`config.mk`:
```
export PLATFORM = sky130hd
export DESIGN_NAME = ngp_bus_resp
export DESIGN_NICKNAME = d
export VERILOG_FILES = /design/src/common/ngp_pkg.sv /design/src/rtl/ngp_bus_resp.sv
export SDC_FILE = /design/constraint.sdc
export NUM_CORES = 1
export LEC_CHECK = 0
export ABC_CLOCK_PERIOD_IN_PS = 800
export BUFFER_PORTS_ARGS = -buffer_cell sky130_fd_sc_hd__buf_2
export CAP_MARGIN = 20
export CORE_MARGIN = 2
export CORE_UTILIZATION = 41
export DETAILED_ROUTE_END_ITERATION = 7
export PLACE_DENSITY = 0.94
export SLEW_MARGIN = 20
export SYNTH_ARGS = -nofsm -noshare
export SYNTH_HDL_FRONTEND = slang
export SYNTH_SLANG_ARGS = --single-unit
```
`constraint.sdc`:
```
create_clock -name clk -period 0.8 [get_ports clk]
set_clock_uncertainty 0.05 [all_clocks]
set_input_delay 0.16 -clock clk [delete_from_list [all_inputs] [get_ports clk]]
set_output_delay 0.16 -clock clk [all_outputs]
set_load 0.005 [all_outputs]
```
`src/common/ngp_pkg.sv`:
```
// main bus shared definitions
package ngp_pkg;

    // bus widths
    typedef logic [22:0] word_addr_t; // byte address bits 23:1
    typedef logic [15:0] data_t;
    typedef logic [ 1:0] sel_t;       // bit 0 = low byte, even address
    typedef logic [14:0] ext_addr_t;  // byte address bits 15:1
    typedef logic [ 7:0] io_ofs_t;    // byte offset inside the i/o window
    typedef logic [23:0] byte_addr_t;

    // decoded target of a bus cycle
    typedef enum logic [2:0] {
        RGN_NONE,
        RGN_IO,
        RGN_RAM0,
        RGN_RAM1,
        RGN_SHD,
        RGN_GFX,
        RGN_ROM
    } region_t;

    // front end sequencing
    typedef enum logic [1:0] {
        ST_IDLE,
        ST_ACCESS,
        ST_LATCH,
        ST_DONE
    } bus_state_t;

    // memory map, lower bound inclusive, upper exclusive
    localparam byte_addr_t IO_LO    = 24'h00_0080;
    localparam byte_addr_t IO_HI    = 24'h00_00C0;
    localparam byte_addr_t RAM0_LO  = 24'h00_4000; // 8 kB work ram
    localparam byte_addr_t RAM0_HI  = 24'h00_6000;
    localparam byte_addr_t RAM1_LO  = 24'h00_6000; // 4 kB work ram
    localparam byte_addr_t RAM1_HI  = 24'h00_7000;
    localparam byte_addr_t SHD_LO   = 24'h00_7000; // shared with sound cpu
    localparam byte_addr_t SHD_HI   = 24'h00_8000;
    localparam byte_addr_t GFX_LO   = 24'h00_8000; // 16 kB graphics ram
    localparam byte_addr_t GFX_HI   = 24'h00_C000;
    localparam byte_addr_t ROM_BASE = 24'hFF_0000; // firmware, up to the top

    // i/o register offsets
    localparam io_ofs_t IO_DAC     = 8'hA2; // lo = right dac, hi = left dac
    localparam io_ofs_t IO_JOY     = 8'hB0;
    localparam io_ofs_t IO_SND_CTL = 8'hB8; // bit 0 enable, bit 8 reset release
    localparam io_ofs_t IO_SND_NMI = 8'hBA;
    localparam io_ofs_t IO_IRQ     = 8'hBC; // vblank latch in bit 0

    // upper byte of the joystick read
    localparam logic [7:0] JOY_ID = 8'h03;

endpackage
```
`src/rtl/ngp_bus_resp.sv`:
```
// read data mux and ack
module ngp_bus_resp (
    input  logic             clk,
    input  logic             rst,
    input  logic             done,
    input  ngp_pkg::region_t region,
    input  ngp_pkg::data_t   ram0_q,
    input  ngp_pkg::data_t   ram1_q,
    input  ngp_pkg::data_t   io_rdata,
    input  ngp_pkg::data_t   gfx_dout,
    input  ngp_pkg::data_t   shd_dout,
    input  ngp_pkg::data_t   rom_data,
    output ngp_pkg::data_t   wb_dat_r,
    output logic             wb_ack
);

    ngp_pkg::data_t rd_sel;

    // source picked by the captured region
    always_comb begin
        case (region)
            ngp_pkg::RGN_IO:   rd_sel = io_rdata;
            ngp_pkg::RGN_RAM0: rd_sel = ram0_q;
            ngp_pkg::RGN_RAM1: rd_sel = ram1_q;
            ngp_pkg::RGN_SHD:  rd_sel = shd_dout;
            ngp_pkg::RGN_GFX:  rd_sel = gfx_dout;
            ngp_pkg::RGN_ROM:  rd_sel = rom_data;
            default:           rd_sel = 16'd0; // unmapped reads as zero
        endcase
    end

    // done lasts one cycle, so does ack
    always_ff @(posedge clk or posedge rst) begin
        if (rst) begin
            wb_ack <= 1'b0;
        end else begin
            wb_ack <= done;
        end
    end

    always_ff @(posedge clk) begin
        if (done) wb_dat_r <= rd_sel; // held until the next cycle
    end

endmodule

```
# Yosys cells after proc, flatten, opt, wreduce, memory -nomap -nowiden
# Cells that the tools add are included.
[word_totals] reg_bits=17 input_bits=102 out_inout_bits=17 wordCells=9
[classes] eq_ne=6 mux=1
[op_table] op="$pmux 16 s6" count=1
[op_table] op="$eq 3x3->1 const B" count=3
[op_table] op="$eq 3x2->1 const B" count=2
[op_table] op="$eq 3x1->1 const B" count=1

# Depth between registers and ports, before layout
[logic_depth] word_depth=2 depth_mapped=6 mapped_depth_nobuf=3

# Worst setup path before layout
# OpenSTA, ideal clock, no wires.
[synth_timing] kind="input -> register" from="in region[2]" to="reg wb_dat_r[14], data pin" setup_time_ps=270 arrival_ps=971 required_ps=480 path_slack_ps=-491 stages=5 path_cell_list="buf_6 -> buf_12 -> mux2_4 -> a221oi_1 -> a21oi_1"
[synth_via] elab_chain_len=2 word_cells_on_any_way=7
[synth_lines] item="start, declared" line_no="ngp_bus_resp.sv:6" rtl="input ngp_pkg::region_t region,"
[synth_lines] item="$eq 3x3->1, or another cell as far along" line_no="ngp_bus_resp.sv:21" rtl="case (region)"
[synth_lines] item="$pmux 16 s6 *" line_no="ngp_bus_resp.sv:21"
[synth_lines] item="named net rd_sel[14]" line_no="ngp_bus_resp.sv:17" rtl="ngp_pkg::data_t rd_sel;"
[synth_lines] item="end signal, assigned" line_no="ngp_bus_resp.sv:42" rtl="if (done) wb_dat_r <= rd_sel;"
[synth_lines] item="end, declared" line_no="ngp_bus_resp.sv:13" rtl="output ngp_pkg::data_t wb_dat_r,"
# The timed path passes the listed nets; every way through them passes the cells marked *.
# A chain may end at the register's enable or synchronous reset.

# Worst setup path in the final report
[layout_timing] from="reg wb_dat_r[6]" to="out wb_dat_r[6]"
# No word-level cell between the ends.

==> flow_summary.ini <==
[status]
outcome = complete, but fails checks
violations = setup timing

[power]
p_clk_frac = 0.178
pwr-share-comb = 0.403
p_leak_nw = 1.11
intPower_mw = 1.87
power_density_nw_per_um2 = 1120
p_sw_uw = 775
irDropWorstVdd_mv = 0.591
swShare = 0.292
pwr-share-seq = 0.419

[synth]
synth_cell_types = 26
syn_inst = 118
yosysSeqAreaShare = 0.368
synth_nets = 220
yosysTopAreaCell = edfxtp_1
synth_area_leaders = edfxtp_1 (35%), mux2_4 (9.8%), mux2_2 (8.2%)
ys_warn_count = 0
syn_area_sq_um = 1370
ys_ff_latch = 17
syn-mean-instance-area_sq_um = 11.6
netlist.area_leader.share = 0.350

[route]
wire_per_inst_um = 17.0
vias = 1609
wirelength_um = 4920
routed_via_density = 5.55
drc_errors = 0
ant_nets = 0
drtIter0Drc = 78
dr.pass1.iters = 4

[place]
gp_congestion = 0.735
port_buffers = 118
dp_hpwl_um = 3710
placed_cell_area_sq_um = 2100

[timing]
finalSetupViolCount = 33
worst_pin_slew_ps = 388
finalCriticalPeriod_ps = 1080
hold_viol = 0
whs_ps = 111
clock.fmax_ghz = 0.928
rsz0062_at_grt = true
period_share = 1.35
tns_ps = -7280
slew_viol_final = 0
slew-limit-headroom = 0.740
layout_setup_ws_ps = -277

[cts]
cts_root_buf = clkbuf_4
clock_path_buffers = 2
numCtsBuffers = 3
htree_levels = 1
cts_tree = done
clkTransAtPathRegs_ps = 100
cts_sinks = 17

[grt]
antenna_found_initial = 0
grt_pass1_wl_um = 6650
grt_pass1_vias = 1467
grt_max_degree = 18
grt-ovfl-total = 0
grt_usage = 0.238

[critical_path]
critPathSlowestCell = edfxtp_1
critical_path_buf_inv_count = 1
worstPathCellList = buf_2
worstPathRequired_ps = 590
criticalPathCategory = register to output port
start_kind = register
critPathMaxFanout = 1
critPathMaxStageDelay_ps = 420
cp_top_family = flip-flops
cp.arrival_ps = 870
cp-end-kind = output port

[worst_hold_path]
hold_class = input port to register

[layout]
fin_util = 0.720
syn2layout_area_growth_pct = 72.3
final_nets = 347
n_antenna_cell = 0
stdcell_area_sq_um = 2360
drive_gt1_frac = 0.766

[floorplanning]
start_util = 0.418
core-area_sq_um = 3280
die_w_um = 61.9
io_pins = 119
die_h_um = 61.9
row_count = 21
dieArea_sq_um = 3830

[run]
maxCapViolations = 0
==> cell usage after synthesis <==
cell type / instances
a21oi_1: 10
a221oi_1: 12
a221oi_2: 2
a22oi_1: 11
a2bb2oi_1: 6
a31oi_1: 1
and2b_1: 1
and3b_1: 1
buf_12: 1
buf_2: 2
buf_4: 3
buf_6: 2
clkbuf_1: 3
clkbuf_2: 1
dfrtp_1: 1
edfxtp_1: 16
inv_1: 2
mux2_2: 10
mux2_4: 9
mux2i_1: 9
nand2_1: 4
nand2b_1: 1
nor2b_1: 3
nor3b_1: 2
o211ai_1: 3
o21ai_0: 2
==> kinds of logic (layout without fill, tap and decap cells) <==
family	after synthesis	in the layout	share of synthesized area
AOI/OAI and AO/OA	47	47	0.262
buffers and inverters	14	140	0.0720
muxes	28	28	0.246
and+or+nand+nor	12	12	0.0520
DFF	17	17	0.368
==> power groups by stage <==
stage          sequential, mW  combinational [mW]  clock (mW)
5_1_grt                  1.12                1.16       0.500
6_report                 1.11                1.07       0.471
2_1_floorplan            1.14               0.441           0
3_5_place_dp             1.13               0.897           0
3_3_place_gp             1.12               0.878           0
4_1_cts                  1.11               0.997       0.471
==> placed cells by master (no fill, tap or decap) <==
master	instances
mux2i_1	8
a21oi_1	6
buf_4	9
a221oi_4	3
buf_6	2
nand2b_1	1
inv_1	2
o21ai_1	2
a31oi_1	1
mux2_4	12
a221oi_1	4
and3b_2	1
buf_2	116
nor2b_2	2
clkinv_2	1
dfrtp_1	1
a2bb2oi_2	1
edfxtp_1	16
a2bb2oi_1	5
nor3b_4	1
buf_12	4
a221oi_2	7
nor2b_4	1
buf_16	1
nand2_1	4
a22oi_1	2
o211ai_1	3
and2b_1	1
a21oi_2	4
clkbuf_4	3
mux2_2	7
mux2i_2	1
nor3b_2	1
a22oi_2	9
buf_8	1
dlygate4sd3_1	1
==> layout make-up <==
class | instances | area [sq um]
Clock buffer | 3 | 22.5
Clock inverter | 1 | 5.00
Fill cell | 235 | 920
Inverter | 2 | 7.51
Multi-Input combinational cell | 87 | 963
Sequential cell | 17 | 505
Tap cell | 46 | 57.6
Timing Repair Buffer | 134 | 803
==> final timing paths <==
path / depth (start not counted) / endpoint / start / slack [ps]
worst max-delay path: 1 / wb_dat_r[6] / wb_dat_r[6]$_DFFE_PP_ / -280
min in group asynchronous: 3 / wb_ack$_DFF_PP0_ / rst / 180
max in group asynchronous: 3 / wb_ack$_DFF_PP0_ / rst / 430
worst min-delay path: 2 / wb_ack$_DFF_PP0_ / done / 110
==> metrics by stage <==
step                      worst slack [ps]  std cells  power [mW]
final                                 -277        290        2.65
after global routing                  -290        290        2.78
after CTS                             -259        290        2.58
after detailed placement              -870        282        2.03
after global placement                -787        282        2.00
after floorplan                       -468        118        1.58
==> timing repair <==
action,CTS,global route
endpoints found under the hold margin,1,0
setup endpoints to repair,33,33
cloned,1,0
hold buffers,1,0
resized for setup,28,14
setup buffers,3,0
pin swaps,15,3
==> metal layers <==
metal  up-vias  GRT usage  wire length, um
met2       104      0.405             2560
met1       745      0.287             1790
met4         0      0.103              161
li1        744          -                -
met5         -          0                0
met3        16     0.0538              418
==> state kept, by name, summed over array words and instances (netlist names) <==
signal and count:
wb_ack 1, wb_dat_r 16
(Power assumes the default switching activity.)
