$ cat src/common/ngp_pkg.sv
// main bus shared definitions
package ngp_pkg;

    // bus widths
    typedef logic [22:0] word_addr_t; // byte address bits 23:1
    typedef logic [15:0] data_t;
    typedef logic [ 1:0] sel_t;       // bit 0 = low byte, even address
    typedef logic [14:0] ext_addr_t;  // byte address bits 15:1
    typedef logic [ 7:0] io_ofs_t;    // byte offset inside the i/o window
    typedef logic [23:0] byte_addr_t;

    // decoded target of a bus cycle
    typedef enum logic [2:0] {
        RGN_NONE,
        RGN_IO,
        RGN_RAM0,
        RGN_RAM1,
        RGN_SHD,
        RGN_GFX,
        RGN_ROM
    } region_t;

    // front end sequencing
    typedef enum logic [1:0] {
        ST_IDLE,
        ST_ACCESS,
        ST_LATCH,
        ST_DONE
    } bus_state_t;

    // memory map, lower bound inclusive, upper exclusive
    localparam byte_addr_t IO_LO    = 24'h00_0080;
    localparam byte_addr_t IO_HI    = 24'h00_00C0;
    localparam byte_addr_t RAM0_LO  = 24'h00_4000; // 8 kB work ram
    localparam byte_addr_t RAM0_HI  = 24'h00_6000;
    localparam byte_addr_t RAM1_LO  = 24'h00_6000; // 4 kB work ram
    localparam byte_addr_t RAM1_HI  = 24'h00_7000;
    localparam byte_addr_t SHD_LO   = 24'h00_7000; // shared with sound cpu
    localparam byte_addr_t SHD_HI   = 24'h00_8000;
    localparam byte_addr_t GFX_LO   = 24'h00_8000; // 16 kB graphics ram
    localparam byte_addr_t GFX_HI   = 24'h00_C000;
    localparam byte_addr_t ROM_BASE = 24'hFF_0000; // firmware, up to the top

    // i/o register offsets
    localparam io_ofs_t IO_DAC     = 8'hA2; // lo = right dac, hi = left dac
    localparam io_ofs_t IO_JOY     = 8'hB0;
    localparam io_ofs_t IO_SND_CTL = 8'hB8; // bit 0 enable, bit 8 reset release
    localparam io_ofs_t IO_SND_NMI = 8'hBA;
    localparam io_ofs_t IO_IRQ     = 8'hBC; // vblank latch in bit 0

    // upper byte of the joystick read
    localparam logic [7:0] JOY_ID = 8'h03;

endpackage
$ cat src/rtl/ngp_bus_front.sv
// wishbone slave front end
module ngp_bus_front (
    input  logic                clk,
    input  logic                rst,
    input  logic                wb_cyc,
    input  logic                wb_stb,
    input  logic                wb_we,
    input  ngp_pkg::sel_t       wb_sel,
    input  ngp_pkg::word_addr_t wb_adr,
    input  ngp_pkg::data_t      wb_dat_w,
    input  logic                rom_ok,
    output ngp_pkg::word_addr_t req_adr,
    output ngp_pkg::data_t      req_dat,
    output ngp_pkg::region_t    region,
    output ngp_pkg::sel_t       ram0_we,
    output ngp_pkg::sel_t       ram1_we,
    output ngp_pkg::sel_t       io_we,
    output ngp_pkg::sel_t       ext_we,
    output ngp_pkg::sel_t       shd_we,
    output logic                gfx_cs,
    output logic                rom_cs,
    output logic                done
);

    ngp_pkg::bus_state_t state;
    ngp_pkg::region_t    dec_region;
    ngp_pkg::sel_t       req_sel;
    ngp_pkg::sel_t       wr_lanes;
    logic                req_we;
    logic                start;
    logic                active;       // access or latch phase

    ngp_addr_decode u_decode (
        .adr    ( wb_adr     ),
        .region ( dec_region )
    );

    assign start  = wb_cyc && wb_stb && (state == ngp_pkg::ST_IDLE);
    assign active = (state == ngp_pkg::ST_ACCESS) || (state == ngp_pkg::ST_LATCH);

    always_ff @(posedge clk or posedge rst) begin
        if (rst) begin
            state  <= ngp_pkg::ST_IDLE;
            region <= ngp_pkg::RGN_NONE;
            req_we <= 1'b0;
        end else begin
            case (state)
                ngp_pkg::ST_IDLE: if (start) begin
                    state  <= ngp_pkg::ST_ACCESS; // E0, request sampled
                    region <= dec_region;
                    req_we <= wb_we;
                end
                ngp_pkg::ST_ACCESS: begin
                    // rom holds here until its data is ready
                    if (region != ngp_pkg::RGN_ROM || rom_ok) state <= ngp_pkg::ST_LATCH;
                end
                ngp_pkg::ST_LATCH: state <= ngp_pkg::ST_DONE; // resp takes data now
                ngp_pkg::ST_DONE:  if (!wb_stb) state <= ngp_pkg::ST_IDLE; // no double ack
                default: state <= ngp_pkg::ST_IDLE;
            endcase
        end
    end

    // request payload, loaded only when a cycle starts
    always_ff @(posedge clk) begin
        if (start) begin
            req_adr <= wb_adr;
            req_dat <= wb_dat_w;
            req_sel <= wb_sel;
        end
    end

    // lanes live only during access, reads never strobe
    assign wr_lanes = (state == ngp_pkg::ST_ACCESS && req_we) ? req_sel : 2'b00;

    // each target sees only its own writes
    assign ram0_we = (region == ngp_pkg::RGN_RAM0) ? wr_lanes : 2'b00;
    assign ram1_we = (region == ngp_pkg::RGN_RAM1) ? wr_lanes : 2'b00;
    assign io_we   = (region == ngp_pkg::RGN_IO)   ? wr_lanes : 2'b00;
    assign ext_we  = (region == ngp_pkg::RGN_GFX)  ? wr_lanes : 2'b00;
    assign shd_we  = (region == ngp_pkg::RGN_SHD)  ? wr_lanes : 2'b00;

    assign gfx_cs = active && (region == ngp_pkg::RGN_GFX);
    assign rom_cs = active && (region == ngp_pkg::RGN_ROM);
    assign done   = (state == ngp_pkg::ST_LATCH); // one cycle strobe to resp

endmodule

$ cat src/rtl/ngp_addr_decode.sv
// address region decoder
module ngp_addr_decode (
    input  ngp_pkg::word_addr_t adr,
    output ngp_pkg::region_t    region
);

    ngp_pkg::byte_addr_t ba;

    // half-open range test on the full byte address
    function automatic logic in_range(
        input ngp_pkg::byte_addr_t a,
        input ngp_pkg::byte_addr_t lo,
        input ngp_pkg::byte_addr_t hi
    );
        in_range = (a >= lo) && (a < hi);
    endfunction

    assign ba = {adr, 1'b0}; // word address back to bytes

    // first match wins
    always_comb begin
        if (in_range(ba, ngp_pkg::IO_LO, ngp_pkg::IO_HI)) begin
            region = ngp_pkg::RGN_IO;
        end else if (in_range(ba, ngp_pkg::RAM0_LO, ngp_pkg::RAM0_HI)) begin
            region = ngp_pkg::RGN_RAM0;
        end else if (in_range(ba, ngp_pkg::RAM1_LO, ngp_pkg::RAM1_HI)) begin
            region = ngp_pkg::RGN_RAM1;
        end else if (in_range(ba, ngp_pkg::SHD_LO, ngp_pkg::SHD_HI)) begin
            region = ngp_pkg::RGN_SHD;
        end else if (in_range(ba, ngp_pkg::GFX_LO, ngp_pkg::GFX_HI)) begin
            region = ngp_pkg::RGN_GFX;
        end else if (ba >= ngp_pkg::ROM_BASE) begin
            region = ngp_pkg::RGN_ROM;  // open ended, top of space
        end else begin
            region = ngp_pkg::RGN_NONE; // unmapped, acked anyway
        end
    end

endmodule

$ cat config.mk
export PLATFORM = sky130hd
export DESIGN_NAME = ngp_bus_front
export DESIGN_NICKNAME = d
export VERILOG_FILES = /design/src/common/ngp_pkg.sv /design/src/rtl/ngp_bus_front.sv /design/src/rtl/ngp_addr_decode.sv
export SDC_FILE = /design/constraint.sdc
export NUM_CORES = 1
export LEC_CHECK = 0
export ABC_CLOCK_PERIOD_IN_PS = 6300
export BUFFER_PORTS_ARGS = -buffer_cell sky130_fd_sc_hd__clkbuf_2
export CELL_PAD_IN_SITES_DETAIL_PLACEMENT = 1
export CELL_PAD_IN_SITES_GLOBAL_PLACEMENT = 1
export CORE_MARGIN = 3
export CORE_UTILIZATION = 35
export DETAILED_ROUTE_END_ITERATION = 16
export PLACE_DENSITY_LB_ADDON = 0.2
export SETUP_SLACK_MARGIN = 0.4
export SLEW_MARGIN = 5
export SYNTH_ARGS = -nofsm -noshare
export SYNTH_HDL_FRONTEND = slang
export SYNTH_SLANG_ARGS = --single-unit
$ cat constraint.sdc
create_clock -name clk -period 6.3 [get_ports clk]
set_clock_uncertainty 0.1 [all_clocks]
set_input_delay 1.26 -clock clk [delete_from_list [all_inputs] [get_ports clk]]
set_output_delay 1.26 -clock clk [all_outputs]
set_load 0.05 [all_outputs]
# Word level (Yosys, flattened, before mapping)
# Index checks and enable logic that the tools add are counted.
# W data, S select, Z words.
# totals
n_memories	0
ram_bits	0
register_bits	47
output_inout_bits	55
in_bits	47
latch_bits	0
rom_bits	0
# classes
mux	16
add_sub_neg	0
mul	0
n_reduce_logical	15
n_bitwise	0
n_shift	0
magnitude_cmp	11
div	0
eq_ne	13
# ops
cell	n
$ge A24 B15 Y1 const B	3
$lt A24 B15 Y1 const B	2
$lt A24 B16 Y1 const B	2
$ge A24 B16 Y1 const B	1
$ge A24 B24 Y1 const B	1
$ge A24 B8 Y1 const B	1
$lt A24 B8 Y1 const B	1
$mux W2	9
$mux W3	6
$logic_and A1 B1 Y1	10
$eq A3 B3 Y1 const B	3
$pmux W2 S4	1
$eq A3 B2 Y1 const B	2
$ne A2 B2 Y1 const B	3
$eq A2 B2 Y1 const B	2
$eq A3 B1 Y1 const B	1
$ne A3 B3 Y1 const B	1
$reduce_and A3 Y1	1
$eq A2 B1 Y1 const B	1
$logic_not A2 Y1	1
$logic_or A1 B1 Y1	2
$reduce_and A2 Y1	1

# Longest topological paths before layout
# depth
depth_word	7
depth_mapped	6

# Cells and area by module
# From an unflattened synthesis, not the netlist that was laid out.
# hier_totals
hier_cells	106
area_unflattened_um2	1818.0
# modules_own_cells
module	area_each_um2	cells_per_inst	n_inst
ngp_bus_front	1672.9	88	1
ngp_addr_decode	145.1	18	1

# Worst setup path before layout
# OpenSTA, ideal clock, no wires.
# synth_path
path_type	reg2out
start	register region[0]
end	output io_we[1]
path_stages_with_launch	3
path_slack_ns	2.907
arrival_ns	2.033
path_cell_list	dfrtp_1 > or2b_1 > nor3_1
# synth_via
elab_chain_len	2
# synth_lines
element	line_no	rtl
start: declaration	ngp_bus_front.sv:14	output ngp_pkg::region_t region,
start signal: assignment	ngp_bus_front.sv:44	region <= ngp_pkg::RGN_NONE;
start signal: assignment	ngp_bus_front.sv:50	region <= dec_region;
$eq A3 B1 Y1	ngp_bus_front.sv:79	assign io_we = (region == ngp_pkg::RGN_IO) ? wr_lanes : 2'b00;
$mux W2	ngp_bus_front.sv:79	
end: declaration	ngp_bus_front.sv:17	output ngp_pkg::sel_t io_we,
# No other way between the ends.

# Worst setup path in the final report
# layout_path
start	register state[1]
end	output io_we[0]
# layout_via
elab_chain_len	4
# layout_lines
element	line_no	rtl
start: declaration	ngp_bus_front.sv:25	ngp_pkg::bus_state_t state;
start signal: assignment	ngp_bus_front.sv:43	state <= ngp_pkg::ST_IDLE;
start signal: assignment	ngp_bus_front.sv:49	state <= ngp_pkg::ST_ACCESS;
start signal: assignment	ngp_bus_front.sv:55	if (region != ngp_pkg::RGN_ROM || rom_ok) state <= ngp_pkg::ST_LATCH;
$eq A2 B1 Y1	ngp_bus_front.sv:74	assign wr_lanes = (state == ngp_pkg::ST_ACCESS && req_we) ? req_sel : 2'b00;
$logic_and A1 B1 Y1	ngp_bus_front.sv:74	
$mux W2	ngp_bus_front.sv:74	
$mux W2	ngp_bus_front.sv:79	
# No other way between the ends.

==> impl_metrics.toml <==
[run_status]
status = "completed"

[worst_setup_path]
reg2reg_from = "state[0]"
startpoint_type = "flip-flop"
worstPathMaxFanout = 5
reg2reg_to = "region[2]"
end_kind = "output pin"
cp.required_ns = 4.94
crit_arrival_ns = 1.79
path_class = "flip-flop to output pin"
cp_slowest_cell = "dfrtp_1"
cpPeakStageDelay_ns = 0.42
rrSetupSlack_ns = 4.12
r2r_cells = 7
worstPathCellList = "inv_1 > ha_1 > nand3_1 > nor3_1 > clkbuf_2"
startpoint = "state[1]"

[route]
vias_per_cell = 4.763
num_vias = 1367
postRouteAntennaNets = 0
drc = 0
routedWlPerCell_um = 15.51
drtIter0Drc = 26
drt_pass1_iterations = 4
wirelength_um = 4452

[placed_design]
port_buffers = 101
post_dp_cell_area_sq_um = 2354
hpwl_um = 3610
gp_congestion = 0.8414
dp.cells = 279

[grt]
antenna_found_initial = 0
grt_pass1_vias = 1418
grt_first_pass_wirelength_um = 7134
track_usage = 0.1547
grt_overflow_total = 0
grt_max_degree = 46

[final_layout]
fin_area_sq_um = 2457
finalNonFillerCells = 287
layout_commonest_cell = "clkbuf_2"
antennaDiodeCount = 0
final_cell_mix = "clkbuf_2, edfxtp_1, nor2_1"
post_route_cells_drive_above_1_share = 0.5136
final_nets = 271
syn_to_final_growth_pct = 39.89

[yosys]
synth-xor-area-share = 0
synthDistinctLibCells = 24
avgSynthCellArea_sq_um = 15.97
syn-cell-area_sq_um = 1757
synth_top_family_by_area = "simple AND/OR/NAND/NOR gates"
synth_ff_type = "edfxtp_1"
ys_top_cells_by_area = "edfxtp_1, dfrtp_1, ha_1, nor2_1, inv_1"
ys_ff_latch = 47
synth-simple-area-share = 0.1189
synth_edf_count = 41
ys_async_sr_fraction = 0.1277
netlist_instances = 110
synthAdderAreaFrac = 0.03561
synth-compound-area-share = 0.03276
syn_nets = 162
synth_seq_area_share = 0.7863
ys.warnings.count = 0
synth_mux_area_frac = 0.01140
post-synth-top-area-fraction = 0.7009
yosysTopAreaCell = "edfxtp_1"

[cts]
cts_num_sinks = 47
numCtsBuffers = 5
clk-insertion-delay-late_ns = 0.29
cts_root_buf = "clkbuf_8"
cts_max_level = 2
cts_tree = "yes"
cts_setup_buffers = 0
cts.clk_slew.worst_paths_ns = 0.08
cts_buffer_depth = 2
cts-resized-gates = 0
holdBufCountCts = 0

[floorplanning]
num_rows = 25
initial_core_util = 0.3671
dieWidth_um = 76.85
die_area_sq_um = 5905
die_h_um = 76.85
coreArea_sq_um = 4786
boundaryPins = 102

[timing]
period_share = 0.4996
finalHoldViolations = 0
post-route-min-period_ns = 3.148
setup_tns_ns = 0
setup_viol = 0
finalMaxSlewViolations = 0
fmax_mhz = 317.7
relSlewSlack = 0.6432
tightest_slew_ns = 0.5352
rsz0062_at_grt = "no"

[worst_hold_path]
holdPathStages = 2
worstHoldPathType = "flip-flop to flip-flop"
worstHoldEndpoint = "req_we"
min_from = "req_we"

[power]
p_leak_nw = 1.070
p_per_area_nw_per_um2 = 361.0
ir_drop_v = 0.0001567

[run]
drv_cap = 0
-- cells by family after synthesis --
group                      Yosys count
and+or+nand+nor                     41
muxes                                2
AOI/OAI and AO/OA                    8
adders and majority gates            5
DFF                                 47
buffers and inverters                7
-- worst max-delay path: cells and delay by family (launching register included) --
| family | cells | cell delay [ns] |
|---|---|---|
| buf+inv | 2 | 0.46 |
| flops | 1 | 0.42 |
| simple gates | 2 | 0.40 |
| fa+ha+maj | 1 | 0.22 |
-- cell type report --
class | instances | area [sq um]
inverter | 7 | 26.28
timing repair buffer | 102 | 513.0
fill | 541 | 2328
tap | 67 | 83.83
clock buffer | 7 | 96.34
multi-input combinational | 56 | 349.1
sequential | 47 | 1381
clock inverter | 1 | 7.507
-- report_power, final --
group	leakage, nW	total (mW)	switching (mW)	internal (mW)
sequential	0.446	0.413	0.0269	0.386
combinational	0.573	0.281	0.211	0.0709
clock	0.0505	0.193	0.0931	0.0998
-- per-layer routing --
metal / part of all wire / wire (um) / global-route usage / up-vias
met5: 0 / 0 / 0 / -
met4: 0.028 / 123 / 0.05978 / 0
met3: 0.068 / 301 / 0.04577 / 11
met2: 0.53 / 2376 / 0.2787 / 68
met1: 0.37 / 1651 / 0.1699 / 661
li1: - / - / - / 627
-- through the flow --
stage / util / hold slack (ns) / total power [mW] / setup WS [ns]
2_1_floorplan: - / 0.3670 / 0.6241 / 2.907
3_3_place_gp: 0.4918 / 0.4175 / 0.6914 / 3.590
3_5_place_dp: 0.4918 / 0.4354 / 0.7064 / 3.466
4_1_cts: 0.5135 / 0.4569 / 0.9025 / 3.130
5_1_grt: 0.5135 / 0.4879 / 0.9333 / 2.995
6_report: 0.5135 / 0.4493 / 0.8871 / 3.152
-- how the worst max path moves through the flow --
stage / endpoint / slack, ns / cells after the start
global placement: ram1_we[1] / 3.59 / 4
global route: io_we[0] / 3.00 / 5
detailed placement: io_we[0] / 3.47 / 5
CTS: io_we[0] / 3.13 / 5
floorplan: io_we[1] / 2.91 / 2
finish: io_we[0] / 3.15 / 5
-- Yosys cell counts, types with 2 or more instances --
cell type,number
dfrtp_1,6
nor2_1,10
a21oi_1,2
nor3_1,5
ha_1,5
o21ai_0,2
edfxtp_1,41
nand4_1,2
o22a_1,2
nand2_1,7
nor4_1,4
mux2i_1,2
nand3_1,5
inv_1,7
-- state kept, by name (all words and copies together), names as in the netlist --
name     flops
req_we       1
state        2
req_sel      2
region       3
req_dat     16
req_adr     23
Note: power is estimated with default switching activity, not from simulation.
