$ cat src/common/ngp_pkg.sv
// main bus shared definitions
package ngp_pkg;

    // bus widths
    typedef logic [22:0] word_addr_t; // byte address bits 23:1
    typedef logic [15:0] data_t;
    typedef logic [ 1:0] sel_t;       // bit 0 = low byte, even address
    typedef logic [14:0] ext_addr_t;  // byte address bits 15:1
    typedef logic [ 7:0] io_ofs_t;    // byte offset inside the i/o window
    typedef logic [23:0] byte_addr_t;

    // decoded target of a bus cycle
    typedef enum logic [2:0] {
        RGN_NONE,
        RGN_IO,
        RGN_RAM0,
        RGN_RAM1,
        RGN_SHD,
        RGN_GFX,
        RGN_ROM
    } region_t;

    // front end sequencing
    typedef enum logic [1:0] {
        ST_IDLE,
        ST_ACCESS,
        ST_LATCH,
        ST_DONE
    } bus_state_t;

    // memory map, lower bound inclusive, upper exclusive
    localparam byte_addr_t IO_LO    = 24'h00_0080;
    localparam byte_addr_t IO_HI    = 24'h00_00C0;
    localparam byte_addr_t RAM0_LO  = 24'h00_4000; // 8 kB work ram
    localparam byte_addr_t RAM0_HI  = 24'h00_6000;
    localparam byte_addr_t RAM1_LO  = 24'h00_6000; // 4 kB work ram
    localparam byte_addr_t RAM1_HI  = 24'h00_7000;
    localparam byte_addr_t SHD_LO   = 24'h00_7000; // shared with sound cpu
    localparam byte_addr_t SHD_HI   = 24'h00_8000;
    localparam byte_addr_t GFX_LO   = 24'h00_8000; // 16 kB graphics ram
    localparam byte_addr_t GFX_HI   = 24'h00_C000;
    localparam byte_addr_t ROM_BASE = 24'hFF_0000; // firmware, up to the top

    // i/o register offsets
    localparam io_ofs_t IO_DAC     = 8'hA2; // lo = right dac, hi = left dac
    localparam io_ofs_t IO_JOY     = 8'hB0;
    localparam io_ofs_t IO_SND_CTL = 8'hB8; // bit 0 enable, bit 8 reset release
    localparam io_ofs_t IO_SND_NMI = 8'hBA;
    localparam io_ofs_t IO_IRQ     = 8'hBC; // vblank latch in bit 0

    // upper byte of the joystick read
    localparam logic [7:0] JOY_ID = 8'h03;

endpackage
$ cat src/rtl/ngp_io_regs.sv
// main cpu i/o registers
module ngp_io_regs (
    input  logic             clk,
    input  logic             rst,
    input  ngp_pkg::io_ofs_t offset,
    input  ngp_pkg::data_t   wdata,
    input  ngp_pkg::sel_t    we,
    output ngp_pkg::data_t   rdata,
    input  logic             start_button, // active low at the pin
    input  logic [5:0]       joystick,     // active low at the pin
    input  logic             lvbl,
    output logic             vbl_irq,
    input  logic             snd_ack,
    output logic             snd_nmi,
    output logic             snd_rstn,
    output logic             snd_en,
    output logic [7:0]       snd_dacl,
    output logic [7:0]       snd_dacr
);

    logic lvbl_l;     // lvbl one cycle ago
    logic vbl_fall;
    logic wr_ctl_lo;
    logic wr_ctl_hi;
    logic wr_nmi;
    logic wr_dac_lo;
    logic wr_dac_hi;
    logic wr_irq;

    assign vbl_fall = lvbl_l && !lvbl; // blanking starts

    // register hits per lane
    assign wr_ctl_lo = we[0] && (offset == ngp_pkg::IO_SND_CTL);
    assign wr_ctl_hi = we[1] && (offset == ngp_pkg::IO_SND_CTL);
    assign wr_nmi    = we[0] && (offset == ngp_pkg::IO_SND_NMI);
    assign wr_dac_lo = we[0] && (offset == ngp_pkg::IO_DAC);
    assign wr_dac_hi = we[1] && (offset == ngp_pkg::IO_DAC);
    assign wr_irq    = we[0] && (offset == ngp_pkg::IO_IRQ); // any value clears

    // sound cpu control
    always_ff @(posedge clk or posedge rst) begin
        if (rst) begin
            snd_en   <= 1'b0;
            snd_rstn <= 1'b0;  // sound cpu held in reset
            snd_nmi  <= 1'b0;
        end else begin
            if (snd_ack) snd_nmi <= 1'b0; // acknowledged by the z80 side
            if (wr_ctl_lo) snd_en <= wdata[0];
            if (wr_ctl_hi) begin
                snd_rstn <= wdata[8];
                snd_nmi  <= 1'b0;
            end
            if (wr_nmi) snd_nmi <= 1'b1; // set beats ack in the same cycle
        end
    end

    // dac bytes
    always_ff @(posedge clk or posedge rst) begin
        if (rst) begin
            snd_dacl <= 8'd0;
            snd_dacr <= 8'd0;
        end else begin
            if (wr_dac_lo) snd_dacr <= wdata[ 7:0];
            if (wr_dac_hi) snd_dacl <= wdata[15:8];
        end
    end

    // vblank interrupt latch
    always_ff @(posedge clk or posedge rst) begin
        if (rst) begin
            lvbl_l  <= 1'b0; // no false edge out of reset
            vbl_irq <= 1'b0;
        end else begin
            lvbl_l <= lvbl;
            if (wr_irq)   vbl_irq <= 1'b0;
            if (vbl_fall) vbl_irq <= 1'b1; // edge wins over the clear
        end
    end

    // read port
    always_comb begin
        case (offset)
            ngp_pkg::IO_JOY: rdata = {ngp_pkg::JOY_ID, 1'b0, ~start_button, ~joystick};
            ngp_pkg::IO_IRQ: rdata = {15'd0, vbl_irq};
            default:         rdata = 16'd0; // write-only or unused
        endcase
    end

endmodule

$ cat config.mk
export PLATFORM = sky130hd
export DESIGN_NAME = ngp_io_regs
export DESIGN_NICKNAME = d
export VERILOG_FILES = /design/src/common/ngp_pkg.sv /design/src/rtl/ngp_io_regs.sv
export SDC_FILE = /design/constraint.sdc
export NUM_CORES = 1
export LEC_CHECK = 0
export ABC_AREA = 1
export BUFFER_PORTS_ARGS = -buffer_cell sky130_fd_sc_hd__buf_2
export CORE_MARGIN = 4
export CORE_UTILIZATION = 35
export CTS_BUF_LIST = sky130_fd_sc_hd__clkbuf_4 sky130_fd_sc_hd__clkbuf_8
export CTS_CLUSTER_DIAMETER = 50
export DETAILED_ROUTE_END_ITERATION = 8
export HOLD_SLACK_MARGIN = 0.06
export PLACE_DENSITY = 0.7
export SYNTH_ARGS = -nofsm -noshare
export SYNTH_HDL_FRONTEND = slang
export SYNTH_SLANG_ARGS = --single-unit
$ cat constraint.sdc
create_clock -name clk -period 0.85 [get_ports clk]
set_clock_uncertainty 0.1 [all_clocks]
set_input_delay 0.0425 -clock clk [delete_from_list [all_inputs] [get_ports clk]]
set_output_delay 0.0425 -clock clk [all_outputs]
set_load 0.005 [all_outputs]
### Word-level counts from Yosys, hierarchy flattened

Cells that the tools add are included.

* register bits: 21
* logic and storage cells: 30
* output and inout port bits: 36
* input bits: 37

* equality and inequality tests: 5
* reductions and logical operators: 10
* bitwise operators: 2
* multiplexer cells: 6

Operator list (number)
* $eq 8x8->1 const B: 5
* $pmux 10 s2: 1
* $logic_and 1x1->1: 7
* $not 6->6: 1
* $mux 1: 5
* $reduce_bool 3->1: 1
* $reduce_bool 2->1: 1
* $logic_not 1->1: 1
* $not 1->1: 1

### Longest topological paths before layout

Gate-level depths: netlist (run 1).

* depth in word-level cells: 4
* depth in mapped cells: 6
* gate-level depth less buffers: 6

### Worst setup path after synthesis (run 1)

OpenSTA, ideal clock, no wires.

* path kind: input to register
* start: input offset[6]
* end: register snd_dacl[0]
* cell stages on the path: 6
* arrival time: 0.592 ns
* setup slack: 0.041 ns
* library setup time: 0.117 ns
* path buffers: 0
* required time: 0.633 ns
* cell sequence: inv_1 > nand2_4 > nor2_8 > nand3_4 > nand2_1 > nand2_1

* word-level cells in the longest chain between the ends: 2

RTL lines
* start: declaration: line ngp_io_regs.sv:5 `input ngp_pkg::io_ofs_t offset,`
* $eq 8x8->1: line ngp_io_regs.sv:37 `assign wr_dac_hi = we[1] && (offset == ngp_pkg::IO_DAC);`
* $logic_and 1x1->1: line ngp_io_regs.sv:37
* end signal: assignment: line ngp_io_regs.sv:64 `if (wr_dac_hi) snd_dacl <= wdata[15:8];`
* end: declaration: line ngp_io_regs.sv:17 `output logic [7:0] snd_dacl,`

No other way between the ends.
A chain may end at the register's enable or synchronous reset.

### Worst setup path in the final report (run 1)

* start: register vbl_irq
* end: output rdata[0]

* word-level cells in the longest chain between the ends: 1

RTL lines
* start: declaration: line ngp_io_regs.sv:12 `output logic vbl_irq,`
* start signal: assignment: line ngp_io_regs.sv:72 `vbl_irq <= 1'b0;`
* start signal: assignment: line ngp_io_regs.sv:75 `if (wr_irq) vbl_irq <= 1'b0;`
* start signal: assignment: line ngp_io_regs.sv:76 `if (vbl_fall) vbl_irq <= 1'b1;`
* $pmux 10 s2: line ngp_io_regs.sv:82 `case (offset)`
* end: declaration: line ngp_io_regs.sv:8 `output ngp_pkg::data_t rdata,`

No other way between the ends.

==> Flow_metrics.wiki, run 1 <==
{| class="wikitable"
! Metric !! Value
|-
| Total net switching power || 0.532 mW
|-
| Final layout net count || 281
|-
| Max Root-Sink Buffers || 2
|-
| TritonCTS clock tree || done
|-
| Max Fanout on Critical Path || 3
|-
| Maximum achievable frequency || 0.912 GHz
|-
| Number of primary I/O pins || 73
|-
| Critical Setup Path Class || flop to output pin
|-
| Die extent in x || 65.5 microns
|-
| Number of search-and-repair iterations in the first detailed-routing pass || 4
|-
| Area Growth Syn to Fin || 68.1%
|-
| Area of all placed cells without fillers || 1940 sq um
|-
| Initial antenna violation count || 0
|-
| Setup slack of the critical path after layout || -0.247 ns
|-
| Row count || 20
|-
| Number of levels the H-tree was split into || 1
|-
| Average via count per standard cell || 4.36
|-
| Antenna cells || 0
|-
| Area of the die || 4290 sq um
|-
| Clk_lat worst skew || 0.29 ns
|-
| Average footprint of a synthesized cell || 8.63 sq um
|-
| Unique cell type count in the Yosys netlist || 18
|-
| Max-cap violation count || 0
|-
| Clock Sinks || 21
|-
| Count of final hold-check violations || 2
|-
| Number of global-route vias before repair || 1,171
|-
| Final setup vio count || 26
|-
| Power density over the cells || 1030 nW/um^2
|-
| Clock-pin slew on the worst setup and hold paths || 0.12 ns
|-
| Status || finished, violations left
|-
| Proportion of power drawn by combinational gates || 23.4%
|-
| Global-route wire length before repair || 5290 microns
|-
| Clk network pwr share || 23.6%
|-
| Hold Worst Slack || -0.0205 ns
|-
| Crit. End Element || output pin
|-
| Unrepaired setup endpoints after global routing || true
|-
| Cts-stage hold buffer count || 19
|-
| Element type at the critical path start || flop
|-
| Peak supply drop || 747 uV
|-
| Input/output buffers || 65
|-
| Proportion of synthesized chip area in sequential cells || 45.5%
|-
| Pin count of the biggest net entering global routing || 15
|-
| Class of the worst hold path || input pin to flop
|-
| Vias after detailed routing || 1,250
|-
| Worst reg2reg path depth || 4
|-
| Internal cell power || 1.47 mW
|-
| Starting density of the core || 37.3%
|-
| Root buf cell || sky130_fd_sc_hd__clkbuf_4
|-
| Global Route Usage Sum || 15.8%
|-
| Crit path time final || 1.10 ns
|-
| Violations in the final reports || hold timing, setup timing
|-
| Reg-to-Reg End || snd_dacr[1]
|-
| Die outline height || 65.5 microns
|-
| Total Wirelength || 3430 microns
|-
| Relative contribution of sequential cells to total power || 53.0%
|-
| Final cell count without fillers || 287
|-
| First-iteration detailed-routing DRC count || 62
|-
| Fraction of final layout cells with drive strength greater than 1 || 49.0%
|-
| Setup slack on the worst flop-to-flop path || -0.08 ns
|-
| Worst slack at placement || -0.170 ns
|-
| First element of the critical path || vbl_irq
|-
| Max-slew violations || 0
|-
| Net switching share of the total power || 26.5%
|-
| Routed wire length per instance || 12.0 microns
|-
| Crit path to || rdata[0]
|-
| Part of the cycle the worst path needs || 129%
|-
| Total global routing overflow || 0
|-
| Cell area after placement || 1560 sq um
|-
| Number of buffers created by CTS || 3
|-
| Final setup TNS || -2.83 ns
|-
| Yosys reg bits || 21
|-
| Routability Congestion || 0.791
|-
| Required @ worst endpoint || 0.71 ns
|-
| Placed instance count || 248
|-
| Leakage power || 1.17 nW
|-
| Post-synthesis instance area || 1160 sq um
|-
| HPWL reported at the end of detailed placement || 2400 microns
|-
| DRC violation count after routing || 0
|-
| Launching point of the worst reg2reg path || snd_dacr[1]
|-
| Placeable core region || 3100 sq um
|-
| Critical path arrival || 0.95 ns
|-
| Post-route ant nets || 0
|-
| Synth warnings || 0
|-
| Mapped Cells || 134
|}
[cell usage after synthesis]
cell / count / share of area, %
sky130_fd_sc_hd__nor2_8: 2 / 3.5
sky130_fd_sc_hd__nand4_1: 18 / 9.7
sky130_fd_sc_hd__clkinv_1: 1 / 0.32
sky130_fd_sc_hd__nand3_1: 5 / 2.2
sky130_fd_sc_hd__conb_1: 1 / 0.32
sky130_fd_sc_hd__nor2_4: 1 / 0.97
sky130_fd_sc_hd__nor2_1: 11 / 3.6
sky130_fd_sc_hd__nand2_4: 2 / 1.9
sky130_fd_sc_hd__buf_6: 3 / 2.9
sky130_fd_sc_hd__nand3_4: 2 / 3.0
sky130_fd_sc_hd__buf_4: 8 / 5.2
sky130_fd_sc_hd__nand2_1: 45 / 15
sky130_fd_sc_hd__inv_1: 7 / 2.3
sky130_fd_sc_hd__dfrtp_1: 21 / 45
sky130_fd_sc_hd__inv_2: 2 / 0.65
sky130_fd_sc_hd__o21ai_1: 1 / 0.43
sky130_fd_sc_hd__nand2_2: 3 / 1.6
sky130_fd_sc_hd__buf_8: 1 / 1.3
[layout make-up]
| cell class | instances | area (sq um) |
|---|---|---|
| clock buffer | 3 | 22.5 |
| clock inverter | 1 | 5.00 |
| fill | 294 | 1160 |
| inverter | 10 | 37.5 |
| multi-input combinational | 97 | 537 |
| sequential | 21 | 526 |
| tap | 44 | 55.1 |
| timing repair buffer | 111 | 761 |
[worst max-delay path, stage by stage, from the launching register on]
cell and delay (ns):
sky130_fd_sc_hd__dfrtp_1 0.41, sky130_fd_sc_hd__nand3_1 0.07, sky130_fd_sc_hd__o21ai_1 0.06, sky130_fd_sc_hd__buf_2 0.12
[cells by family after synthesis]
| family | Yosys count | share of synthesized area (%) |
|---|---|---|
| DFF | 21 | 45.5 |
| other | 1 | 0.324 |
| AOI/OAI and AO/OA | 1 | 0.432 |
| buffers and inverters | 22 | 12.7 |
| and+or+nand+nor | 89 | 41.1 |
[stage by stage]
| step | utilization (%) | total power, mW | hold WS, ns |
|---|---|---|---|
| after global routing | 62.6 | 2.13 | -0.0117 |
| after floorplan | - | 1.25 | -0.0810 |
| after global placement | 50.2 | 1.41 | -0.0549 |
| after detailed placement | 50.2 | 1.41 | -0.0603 |
| final | 62.6 | 2.01 | -0.0205 |
| after CTS | 58.8 | 1.97 | -0.0248 |
[per-layer routing]
layer	wire length (microns)	vias up	GRT usage, %
met5	0	-	0
met1	1460	579	19.3
met2	1840	34	28.1
li1	-	635	-
met4	10	0	2.85
met3	121	2	4.10
[worst min-delay path by stage]
stage,startpoint,to,slack [ns],depth (start not counted)
floorplan,rst,lvbl_l,-0.08,1
CTS,we[0],snd_dacr[0],-0.02,3
global route,we[1],snd_dacl[6],-0.01,3
global placement,rst,snd_dacr[5],-0.05,3
detailed placement,rst,snd_dacr[5],-0.06,3
finish,we[0],snd_dacr[0],-0.02,3
[registers in the layout (all words and copies together), names as in the netlist]
name,flops
snd_dacr,8
snd_en,1
lvbl_l,1
snd_rstn,1
snd_nmi,1
vbl_irq,1
snd_dacl,8
[power groups by stage]
stage / Combinational (mW) / Clock [mW] / Sequential [mW]
2_1_floorplan: 0.167 / 0 / 1.09
3_3_place_gp: 0.328 / 0 / 1.08
3_5_place_dp: 0.331 / 0 / 1.08
4_1_cts: 0.420 / 0.492 / 1.06
5_1_grt: 0.518 / 0.541 / 1.07
6_report: 0.469 / 0.474 / 1.06
[timing repair]
item,in CTS,in global routing
buffers inserted,5,12
pin swaps,4,3
resized for setup,4,13
setup endpoints to repair,29,31
hold endpoints to repair,42,13
[cells in the final DEF (no fill, tap or decap)]
| cell | instances |
|---|---|
| sky130_fd_sc_hd__buf_2 | 64 |
| sky130_fd_sc_hd__nand2_1 | 40 |
| sky130_fd_sc_hd__buf_4 | 22 |
| sky130_fd_sc_hd__dfrtp_1 | 21 |
| sky130_fd_sc_hd__dlygate4sd3_1 | 19 |
| sky130_fd_sc_hd__nand4_1 | 18 |
| sky130_fd_sc_hd__nor2_1 | 8 |
| sky130_fd_sc_hd__nand2_2 | 7 |
| sky130_fd_sc_hd__conb_1 | 7 |
| sky130_fd_sc_hd__inv_2 | 5 |
| sky130_fd_sc_hd__nand3_1 | 5 |
| sky130_fd_sc_hd__inv_1 | 4 |
| sky130_fd_sc_hd__buf_6 | 4 |
| sky130_fd_sc_hd__nand2_4 | 3 |
| sky130_fd_sc_hd__clkbuf_4 | 3 |
| sky130_fd_sc_hd__nor2_8 | 2 |
| sky130_fd_sc_hd__nand3_4 | 2 |
| sky130_fd_sc_hd__nor2_4 | 2 |
| sky130_fd_sc_hd__nor2_2 | 2 |
| sky130_fd_sc_hd__buf_12 | 2 |
| sky130_fd_sc_hd__clkinv_1 | 1 |
| sky130_fd_sc_hd__o21ai_1 | 1 |
| sky130_fd_sc_hd__clkinv_2 | 1 |
(Power assumes the default switching activity.)
==> inputs of run 2 (changes only) <==
--- a/config.mk
+++ b/config.mk
@@ -14,6 +14,7 @@
 export DETAILED_ROUTE_END_ITERATION = 8
 export HOLD_SLACK_MARGIN = 0.06
 export PLACE_DENSITY = 0.7
+export RECOVER_POWER = 50
 export SYNTH_ARGS = -nofsm -noshare
 export SYNTH_HDL_FRONTEND = slang
 export SYNTH_SLANG_ARGS = --single-unit
==> constraint.sdc (replaced) <==
create_clock -name clk -period 1.35 [get_ports clk]
set_clock_uncertainty 0.1 [all_clocks]
set_input_delay 0.0675 -clock clk [delete_from_list [all_inputs] [get_ports clk]]
set_output_delay 0.0675 -clock clk [all_outputs]
set_load 0.005 [all_outputs]
==> run 2 against run 1 <==
Effect of this change:
- the run now ends clean
- global-route usage grew 1.2 points
- non-clock buffer count decreased by 7
- register-to-register slack improved by 0.66 ns
- worst hold slack gained 0.060 ns
- first-iteration DRC count is 11% higher
- power shrank 39%
- die area is the same
- critical path depth rose by 2
- sequential cell count is the same
- critical path type is now input pin to flop
- design area is 4.5% lower
- highest routed layer unchanged
- clock power is 35% lower
==> Flow_metrics.wiki, run 2 (synthesis results as in run 1) <==
{| class="wikitable"
! Metric !! Value
|-
| Status || finished, final reports clean
|-
| Leakage power || 1.02 nW (-14%)
|-
| Peak supply drop || 519 uV (-31%)
|-
| Initial antenna violation count || 0 (unchanged)
|-
| Die extent in x || 65.5 microns (unchanged)
|-
| Total Wirelength || 3470 microns (+1.3%)
|-
| Final layout net count || 274 (-2.5%)
|-
| Part of the cycle the worst path needs || 98.0%
|-
| First-iteration detailed-routing DRC count || 69 (+11%)
|-
| Critical Setup Path Class || input pin to flop
|-
| Final setup vio count || 0 (-100%)
|-
| Max-cap violation count || 0 (unchanged)
|-
| Max Fanout on Critical Path || 1 (-2)
|-
| Final setup TNS || 0 ns (+2.83 ns)
|-
| Die outline height || 65.5 microns (unchanged)
|-
| Worst-Margin Slew || 0.526 ns
|-
| Starting density of the core || 37.3% (unchanged)
|-
| Post-CTS repair timing setup buffer count || 0 (-5)
|-
| Max-slew violations || 0 (unchanged)
|-
| Most frequent standard cell in the layout excluding fill and tap cells || sky130_fd_sc_hd__buf_2
|-
| Clk_lat worst skew || 0.30 ns (about the same)
|-
| Area of all placed cells without fillers || 1860 sq um (-4.5%)
|-
| Final cell count without fillers || 280 (-2.4%)
|-
| Row count || 20 (unchanged)
|-
| Global Route Usage Sum || 17.0% (+1.2 points)
|-
| Number of buffers created by CTS || 3 (unchanged)
|-
| Antenna cells || 0 (unchanged)
|-
| HPWL reported at the end of detailed placement || 2290 microns (-4.5%)
|-
| Total global routing overflow || 0 (unchanged)
|-
| Number of primary I/O pins || 73 (unchanged)
|-
| Setup slack of the critical path after layout || 0.0276 ns (+0.274 ns)
|-
| Count of final hold-check violations || 0 (-2)
|-
| Area Growth Syn to Fin || 60.5%
|-
| Input/output buffers || 65 (unchanged)
|-
| Routed wire length per instance || 12.4 microns (+3.8%)
|-
| Area of the die || 4290 sq um (unchanged)
|-
| Required @ worst endpoint || 1.47 ns (+0.76 ns)
|-
| Average via count per standard cell || 4.50 (+3.4%)
|-
| Pin count of the biggest net entering global routing || 22 (+7)
|-
| Crit. End Element || flop
|-
| Crit path time final || 1.32 ns
|-
| Cell area after placement || 1460 sq um (-6.4%)
|-
| Number of global-route vias before repair || 1,281 (+9.4%)
|-
| Critical path arrival || 1.44 ns (+0.49 ns)
|-
| Max Root-Sink Buffers || 2 (unchanged)
|-
| Biggest registers after layout || snd_dacl (8), snd_dacr (8)
|-
| Post-route core utilization || 59.8% (-2.8 points)
|-
| TritonCTS clock tree || done
|-
| Unrepaired setup endpoints after global routing || false
|-
| Root buf cell || sky130_fd_sc_hd__clkbuf_4
|-
| Post-route ant nets || 0 (unchanged)
|-
| Vias after detailed routing || 1,261 (+0.88%)
|-
| Maximum achievable frequency || 0.756 GHz
|-
| Commonest non-fill, non-tap cells in the layout || sky130_fd_sc_hd__buf_2, sky130_fd_sc_hd__nand2_1, sky130_fd_sc_hd__dlygate4sd3_1
|-
| Worst slack at placement || 0.228 ns (+0.398 ns)
|-
| Routability Congestion || 0.745 (-5.8%)
|-
| Global-route wire length before repair || 5640 microns (+6.7%)
|-
| DRC violation count after routing || 0 (unchanged)
|-
| Power density over the cells || 654 nW/um^2 (-37%)
|-
| Number of levels the H-tree was split into || 1 (unchanged)
|-
| Class of the worst hold path || input pin to flop
|-
| Placeable core region || 3100 sq um (unchanged)
|-
| Slew margin rel. || 64.9%
|-
| Fraction of final layout cells with drive strength greater than 1 || 30.9% (-18 points)
|-
| Element type at the critical path start || input pin
|-
| Number of search-and-repair iterations in the first detailed-routing pass || 4 (unchanged)
|-
| Placed instance count || 238 (-4.0%)
|-
| Clock Sinks || 21 (unchanged)
|-
| Clock-pin slew on the worst setup and hold paths || 0.12 ns (about the same)
|}
-- run 2: cell types whose count changed in the layout (fill, tap and decap cells not counted), moves of 3 or more --
cell,previous run,this run
sky130_fd_sc_hd__nand2_2,7,3
sky130_fd_sc_hd__buf_4,22,0
sky130_fd_sc_hd__dlygate4sd3_1,19,37
sky130_fd_sc_hd__clkbuf_1,0,10
sky130_fd_sc_hd__buf_2,64,55
sky130_fd_sc_hd__nand2_1,40,45
sky130_fd_sc_hd__inv_2,5,2
sky130_fd_sc_hd__buf_6,4,0
sky130_fd_sc_hd__inv_1,4,7
-- run 2: final cells by class --
| cell class | instances | area [sq um] |
|---|---|---|
| clock buffers | 3 | 22.5 |
| flip-flops and latches | 21 | 526 |
| inverters | 10 | 37.5 |
| repair buffers | 104 | 701 |
| well taps | 44 | 55.1 |
| clock inverters | 1 | 5.00 |
| multi-input cells | 97 | 509 |
| fillers | 290 | 1250 |
-- run 2: worst max-delay path, stage by stage --
cell and delay (ns):
sky130_fd_sc_hd__dlygate4sd3_1 0.54, sky130_fd_sc_hd__buf_2 0.13, sky130_fd_sc_hd__nand4_1 0.10, sky130_fd_sc_hd__dlygate4sd3_1 0.56
sky130_fd_sc_hd__nand2_1 0.05
-- run 2: per-layer routing --
| layer | up-vias | part of all wire, % | global-route usage [%] |
|---|---|---|---|
| met5 | - | 0 | 0 |
| met4 | 0 | 1.1 | 4.66 |
| met3 | 6 | 6.1 | 5.30 |
| met2 | 46 | 54 | 31.2 |
| met1 | 584 | 39 | 18.7 |
| li1 | 625 | - | - |
-- run 2: timing repair --
item	4_1_cts	5_1_grt
hold buffers	39	0
setup endpoints to repair	0	2
resized for setup	0	2
endpoints found under the hold margin	42	0
-- run 2: final timing paths --
| kind | from | to | slack [ns] | cells past startpoint |
|---|---|---|---|---|
| setup / recovery | wdata[6] | snd_dacr[6] | 0.03 | 5 |
| hold / removal | we[0] | snd_nmi | 0.04 | 3 |
| setup reg to reg | snd_nmi | snd_nmi | 0.58 | 4 |
| hold reg to reg | lvbl_l | vbl_irq | 0.36 | 2 |
| max in group asynchronous | rst | snd_dacl[0] | 0.48 | 4 |
| min in group asynchronous | rst | snd_dacr[6] | 0.31 | 4 |
-- run 2: power by group --
part | internal (mW) | switching, mW
Sequential | 0.656 | 0.0146
Clock | 0.111 | 0.196
Combinational | 0.116 | 0.121
-- run 2: through the flow --
step                      hold slack (ns)  total power [mW]
after floorplan                   -0.0560             0.789
after global placement            0.00873             0.866
after detailed placement           0.0120             0.870
after CTS                          0.0349              1.23
after global routing               0.0645              1.29
final                              0.0392              1.21
==> inputs of run 3 (changes only) <==
--- a/config.mk
+++ b/config.mk
@@ -6,14 +6,14 @@
 export NUM_CORES = 1
 export LEC_CHECK = 0
 export ABC_AREA = 1
-export BUFFER_PORTS_ARGS = -buffer_cell sky130_fd_sc_hd__buf_2
+export BUFFER_PORTS_ARGS = -buffer_cell sky130_fd_sc_hd__buf_4
 export CORE_MARGIN = 4
 export CORE_UTILIZATION = 35
 export CTS_BUF_LIST = sky130_fd_sc_hd__clkbuf_4 sky130_fd_sc_hd__clkbuf_8
 export CTS_CLUSTER_DIAMETER = 50
 export DETAILED_ROUTE_END_ITERATION = 8
 export HOLD_SLACK_MARGIN = 0.06
-export PLACE_DENSITY = 0.7
+export PLACE_DENSITY = 0.79
 export RECOVER_POWER = 50
 export SYNTH_ARGS = -nofsm -noshare
 export SYNTH_HDL_FRONTEND = slang
==> run 3 against run 2 <==
Effect of this change:
- global-route usage fell by 0.74 points
- critical path type unchanged
- critical path depth unchanged
- sequential power about the same
- largest power group unchanged
- utilization rose by 3.1 points
- critical endpoint is now snd_dacl[0]
- first-iteration DRC count is 17% lower
==> Flow_metrics.wiki, run 3 (synthesis results as in run 1) <==
{| class="wikitable"
! Metric !! Value
|-
| Final layout net count || 267 (-2.6%)
|-
| Root buf cell || sky130_fd_sc_hd__clkbuf_4
|-
| Cell type group with the largest total delay on the critical path || buffers and inverters
|-
| Final setup vio count || 0 (unchanged)
|-
| Area of all placed cells without fillers || 1950 sq um (+5.2%)
|-
| Final setup TNS || 0 ns (unchanged)
|-
| Worst-Margin Slew || 0.506 ns (-0.0201 ns)
|-
| Filler Cell Count || 278 (-4.1%)
|-
| Hold Path Stages || 4 (+1)
|-
| Power density over the cells || 643 nW/um^2 (-1.7%)
|-
| Unrepaired setup endpoints after global routing || false
|-
| Clock Sinks || 21 (unchanged)
|-
| Most frequent standard cell in the layout excluding fill and tap cells || sky130_fd_sc_hd__buf_4
|-
| Count of final hold-check violations || 0 (unchanged)
|-
| Die outline height || 65.5 microns (unchanged)
|-
| Most numerous cell on the critical path || sky130_fd_sc_hd__dlygate4sd3_1
|-
| Biggest registers after layout || snd_dacl (8), snd_dacr (8)
|-
| Number of search-and-repair iterations in the first detailed-routing pass || 4 (unchanged)
|-
| Final cell count without fillers || 273 (-2.5%)
|-
| Total global routing overflow || 0 (unchanged)
|-
| Element type at the critical path start || input pin
|-
| Area Growth Syn to Fin || 68.8%
|-
| Sink of the worst hold path || snd_nmi
|-
| Number of global-route vias before repair || 1,193 (-6.9%)
|-
| Worst slack at placement || 0.213 ns (-0.0156 ns)
|-
| Worst-path cell chain || dlygate4sd3_1, buf_4, nand4_1, dlygate4sd3_1, nand2_1
|-
| Crit. End Element || flop
|-
| Area of the die || 4290 sq um (unchanged)
|-
| Relative contribution of sequential cells to total power || 53.5% (-1.7 points)
|-
| Global-route wire length before repair || 5470 microns (-3.1%)
|-
| Commonest non-fill, non-tap cells in the layout || sky130_fd_sc_hd__buf_4, sky130_fd_sc_hd__nand2_1, sky130_fd_sc_hd__dlygate4sd3_1
|-
| Source of the worst hold timing path || we[1]
|-
| Max-slew violations || 0 (unchanged)
|-
| Clk_lat worst skew || 0.30 ns (about the same)
|-
| Post-route ant nets || 0 (unchanged)
|-
| Input/output buffers || 65 (unchanged)
|-
| Met2 Wirelength || 1760 microns (-5.6%)
|-
| Maximum achievable frequency || 0.764 GHz (+1.0%)
|-
| Max Root-Sink Buffers || 2 (unchanged)
|-
| Slew margin rel. || 66.3% (+1.3 points)
|-
| Pin count of the biggest net entering global routing || 22 (unchanged)
|-
| Part of the cycle the worst path needs || 96.9% (-1.0 points)
|-
| Setup slack of the critical path after layout || 0.0414 ns (+0.0137 ns)
|-
| Routed wire length per instance || 12.1 microns (-2.2%)
|-
| Sum of met3 wire segment lengths after detailed routing || 161 microns (-24%)
|-
| Leakage power || 1.07 nW (+5.6%)
|-
| Total Wirelength || 3310 microns (-4.6%)
|-
| Top routing layer in use || met4
|-
| Initial antenna violation count || 0 (unchanged)
|-
| Placed instance count || 238 (unchanged)
|-
| TritonCTS clock tree || done
|-
| HPWL reported at the end of detailed placement || 2340 microns (+2.1%)
|-
| Slowest library cell on the worst path || sky130_fd_sc_hd__dlygate4sd3_1
|-
| Number of primary I/O pins || 73 (unchanged)
|-
| Slowest cell delay on critical path || 0.55 ns (about the same)
|-
| Worst reg2reg path depth || 4 (unchanged)
|-
| Peak supply drop || 649 uV (+25%)
|-
| Fraction of final layout cells with drive strength greater than 1 || 36.2% (+5.3 points)
|-
| Number of levels the H-tree was split into || 1 (unchanged)
|-
| Crit path time final || 1.31 ns (-0.0137 ns)
|-
| Vias after detailed routing || 1,199 (-4.9%)
|-
| Average via count per standard cell || 4.39 (-2.5%)
|-
| Class of the worst hold path || input pin to flop
|-
| First-iteration detailed-routing DRC count || 57 (-17%)
|-
| Hold Worst Slack || 0.0645 ns (+0.0253 ns)
|-
| Internal cell power || 0.929 mW (+5.2%)
|-
| Reg-to-Reg End || snd_nmi
|-
| Row count || 20 (unchanged)
|-
| DRC violation count after routing || 0 (unchanged)
|-
| Max Fanout on Critical Path || 2 (+1)
|-
| Net switching share of the total power || 26.0% (-1.3 points)
|-
| Die extent in x || 65.5 microns (unchanged)
|-
| Number of buffers created by CTS || 3 (unchanged)
|-
| DRT met1 WL || 1340 microns (-0.81%)
|-
| Clk network pwr share || 23.9% (-1.4 points)
|-
| Antenna cells || 0 (unchanged)
|-
| Status || finished, final reports clean
|-
| Routability Congestion || 0.762 (+2.3%)
|-
| Total net switching power || 0.326 mW (-1.7%)
|-
| Clock-pin slew on the worst setup and hold paths || 0.11 ns (about the same)
|-
| Required @ worst endpoint || 1.46 ns (about the same)
|-
| Critical Setup Path Class || input pin to flop
|-
| Cell area after placement || 1620 sq um (+11%)
|-
| Starting density of the core || 37.3% (unchanged)
|-
| Sum of buffers and inverters on the critical path || 3 (unchanged)
|-
| Max-cap violation count || 0 (unchanged)
|-
| Placeable core region || 3100 sq um (unchanged)
|-
| Setup slack on the worst flop-to-flop path || 0.56 ns (-0.02 ns)
|-
| Global Route Usage Sum || 16.3% (-0.74 points)
|-
| Proportion of power drawn by combinational gates || 22.6% (+3.1 points)
|-
| Launching point of the worst reg2reg path || snd_nmi
|-
| Critical path arrival || 1.41 ns (-0.03 ns)
|}
## run 3: how the worst max path moves through the flow
stage | start | end | slack, ns | cells after the start
floorplan | offset[6] | rdata[9] | 0.50 | 6
global placement | offset[6] | snd_dacr[0] | 0.23 | 7
detailed placement | offset[0] | snd_dacl[6] | 0.21 | 7
CTS | snd_nmi | snd_nmi | 0.02 | 5
global route | wdata[11] | snd_dacl[3] | 0.008 | 5
finish | wdata[8] | snd_dacl[0] | 0.04 | 5
## run 3: timing repair
| action | in CTS | in global routing |
|---|---|---|
| gates resized for setup | 0 | 1 |
| endpoints found under the hold margin | 42 | 5 |
| hold buffers | 33 | 2 |
| endpoints found under the setup margin | 0 | 6 |
| buffers inserted | 0 | 1 |
## run 3: worst register-to-register path: stages, from the launching register on
cell	delay [ns]
sky130_fd_sc_hd__dfrtp_1	0.40
sky130_fd_sc_hd__inv_1	0.06
sky130_fd_sc_hd__nor2_1	0.03
sky130_fd_sc_hd__nand2_1	0.05
sky130_fd_sc_hd__nand2_1	0.05
## run 3: power by group through the flow
stage / clock network, mW / registers [mW] / logic (mW)
floorplan: 0 / 0.684 / 0.105
CTS: 0.312 / 0.672 / 0.282
global placement: 0 / 0.684 / 0.226
finish: 0.300 / 0.671 / 0.284
detailed placement: 0 / 0.684 / 0.231
global route: 0.344 / 0.675 / 0.311
## run 3: final cells by class
class | instances | area [sq um] | area share [%]
clock inverter | 1 | 5.00 | 0.256
multi-input combinational | 97 | 509 | 26.1
sequential | 21 | 526 | 26.9
timing repair buffer | 97 | 797 | 40.8
inverter | 10 | 37.5 | 1.92
clock buffer | 3 | 22.5 | 1.15
tap | 44 | 55.1 | 2.82
## run 3: per-layer routing
metal	vias to the layer above	global-route usage (%)
met5	-	0
met4	0	3.37
met3	4	4.27
met2	30	29.7
met1	554	19.0
li1	611	-
## run 3: through the flow
step                utilization, %  total power [mW]
global route                  62.9              1.33
finish                        62.9              1.26
global placement              52.2             0.910
floorplan                        -             0.789
detailed placement            52.2             0.914
CTS                           63.7              1.27
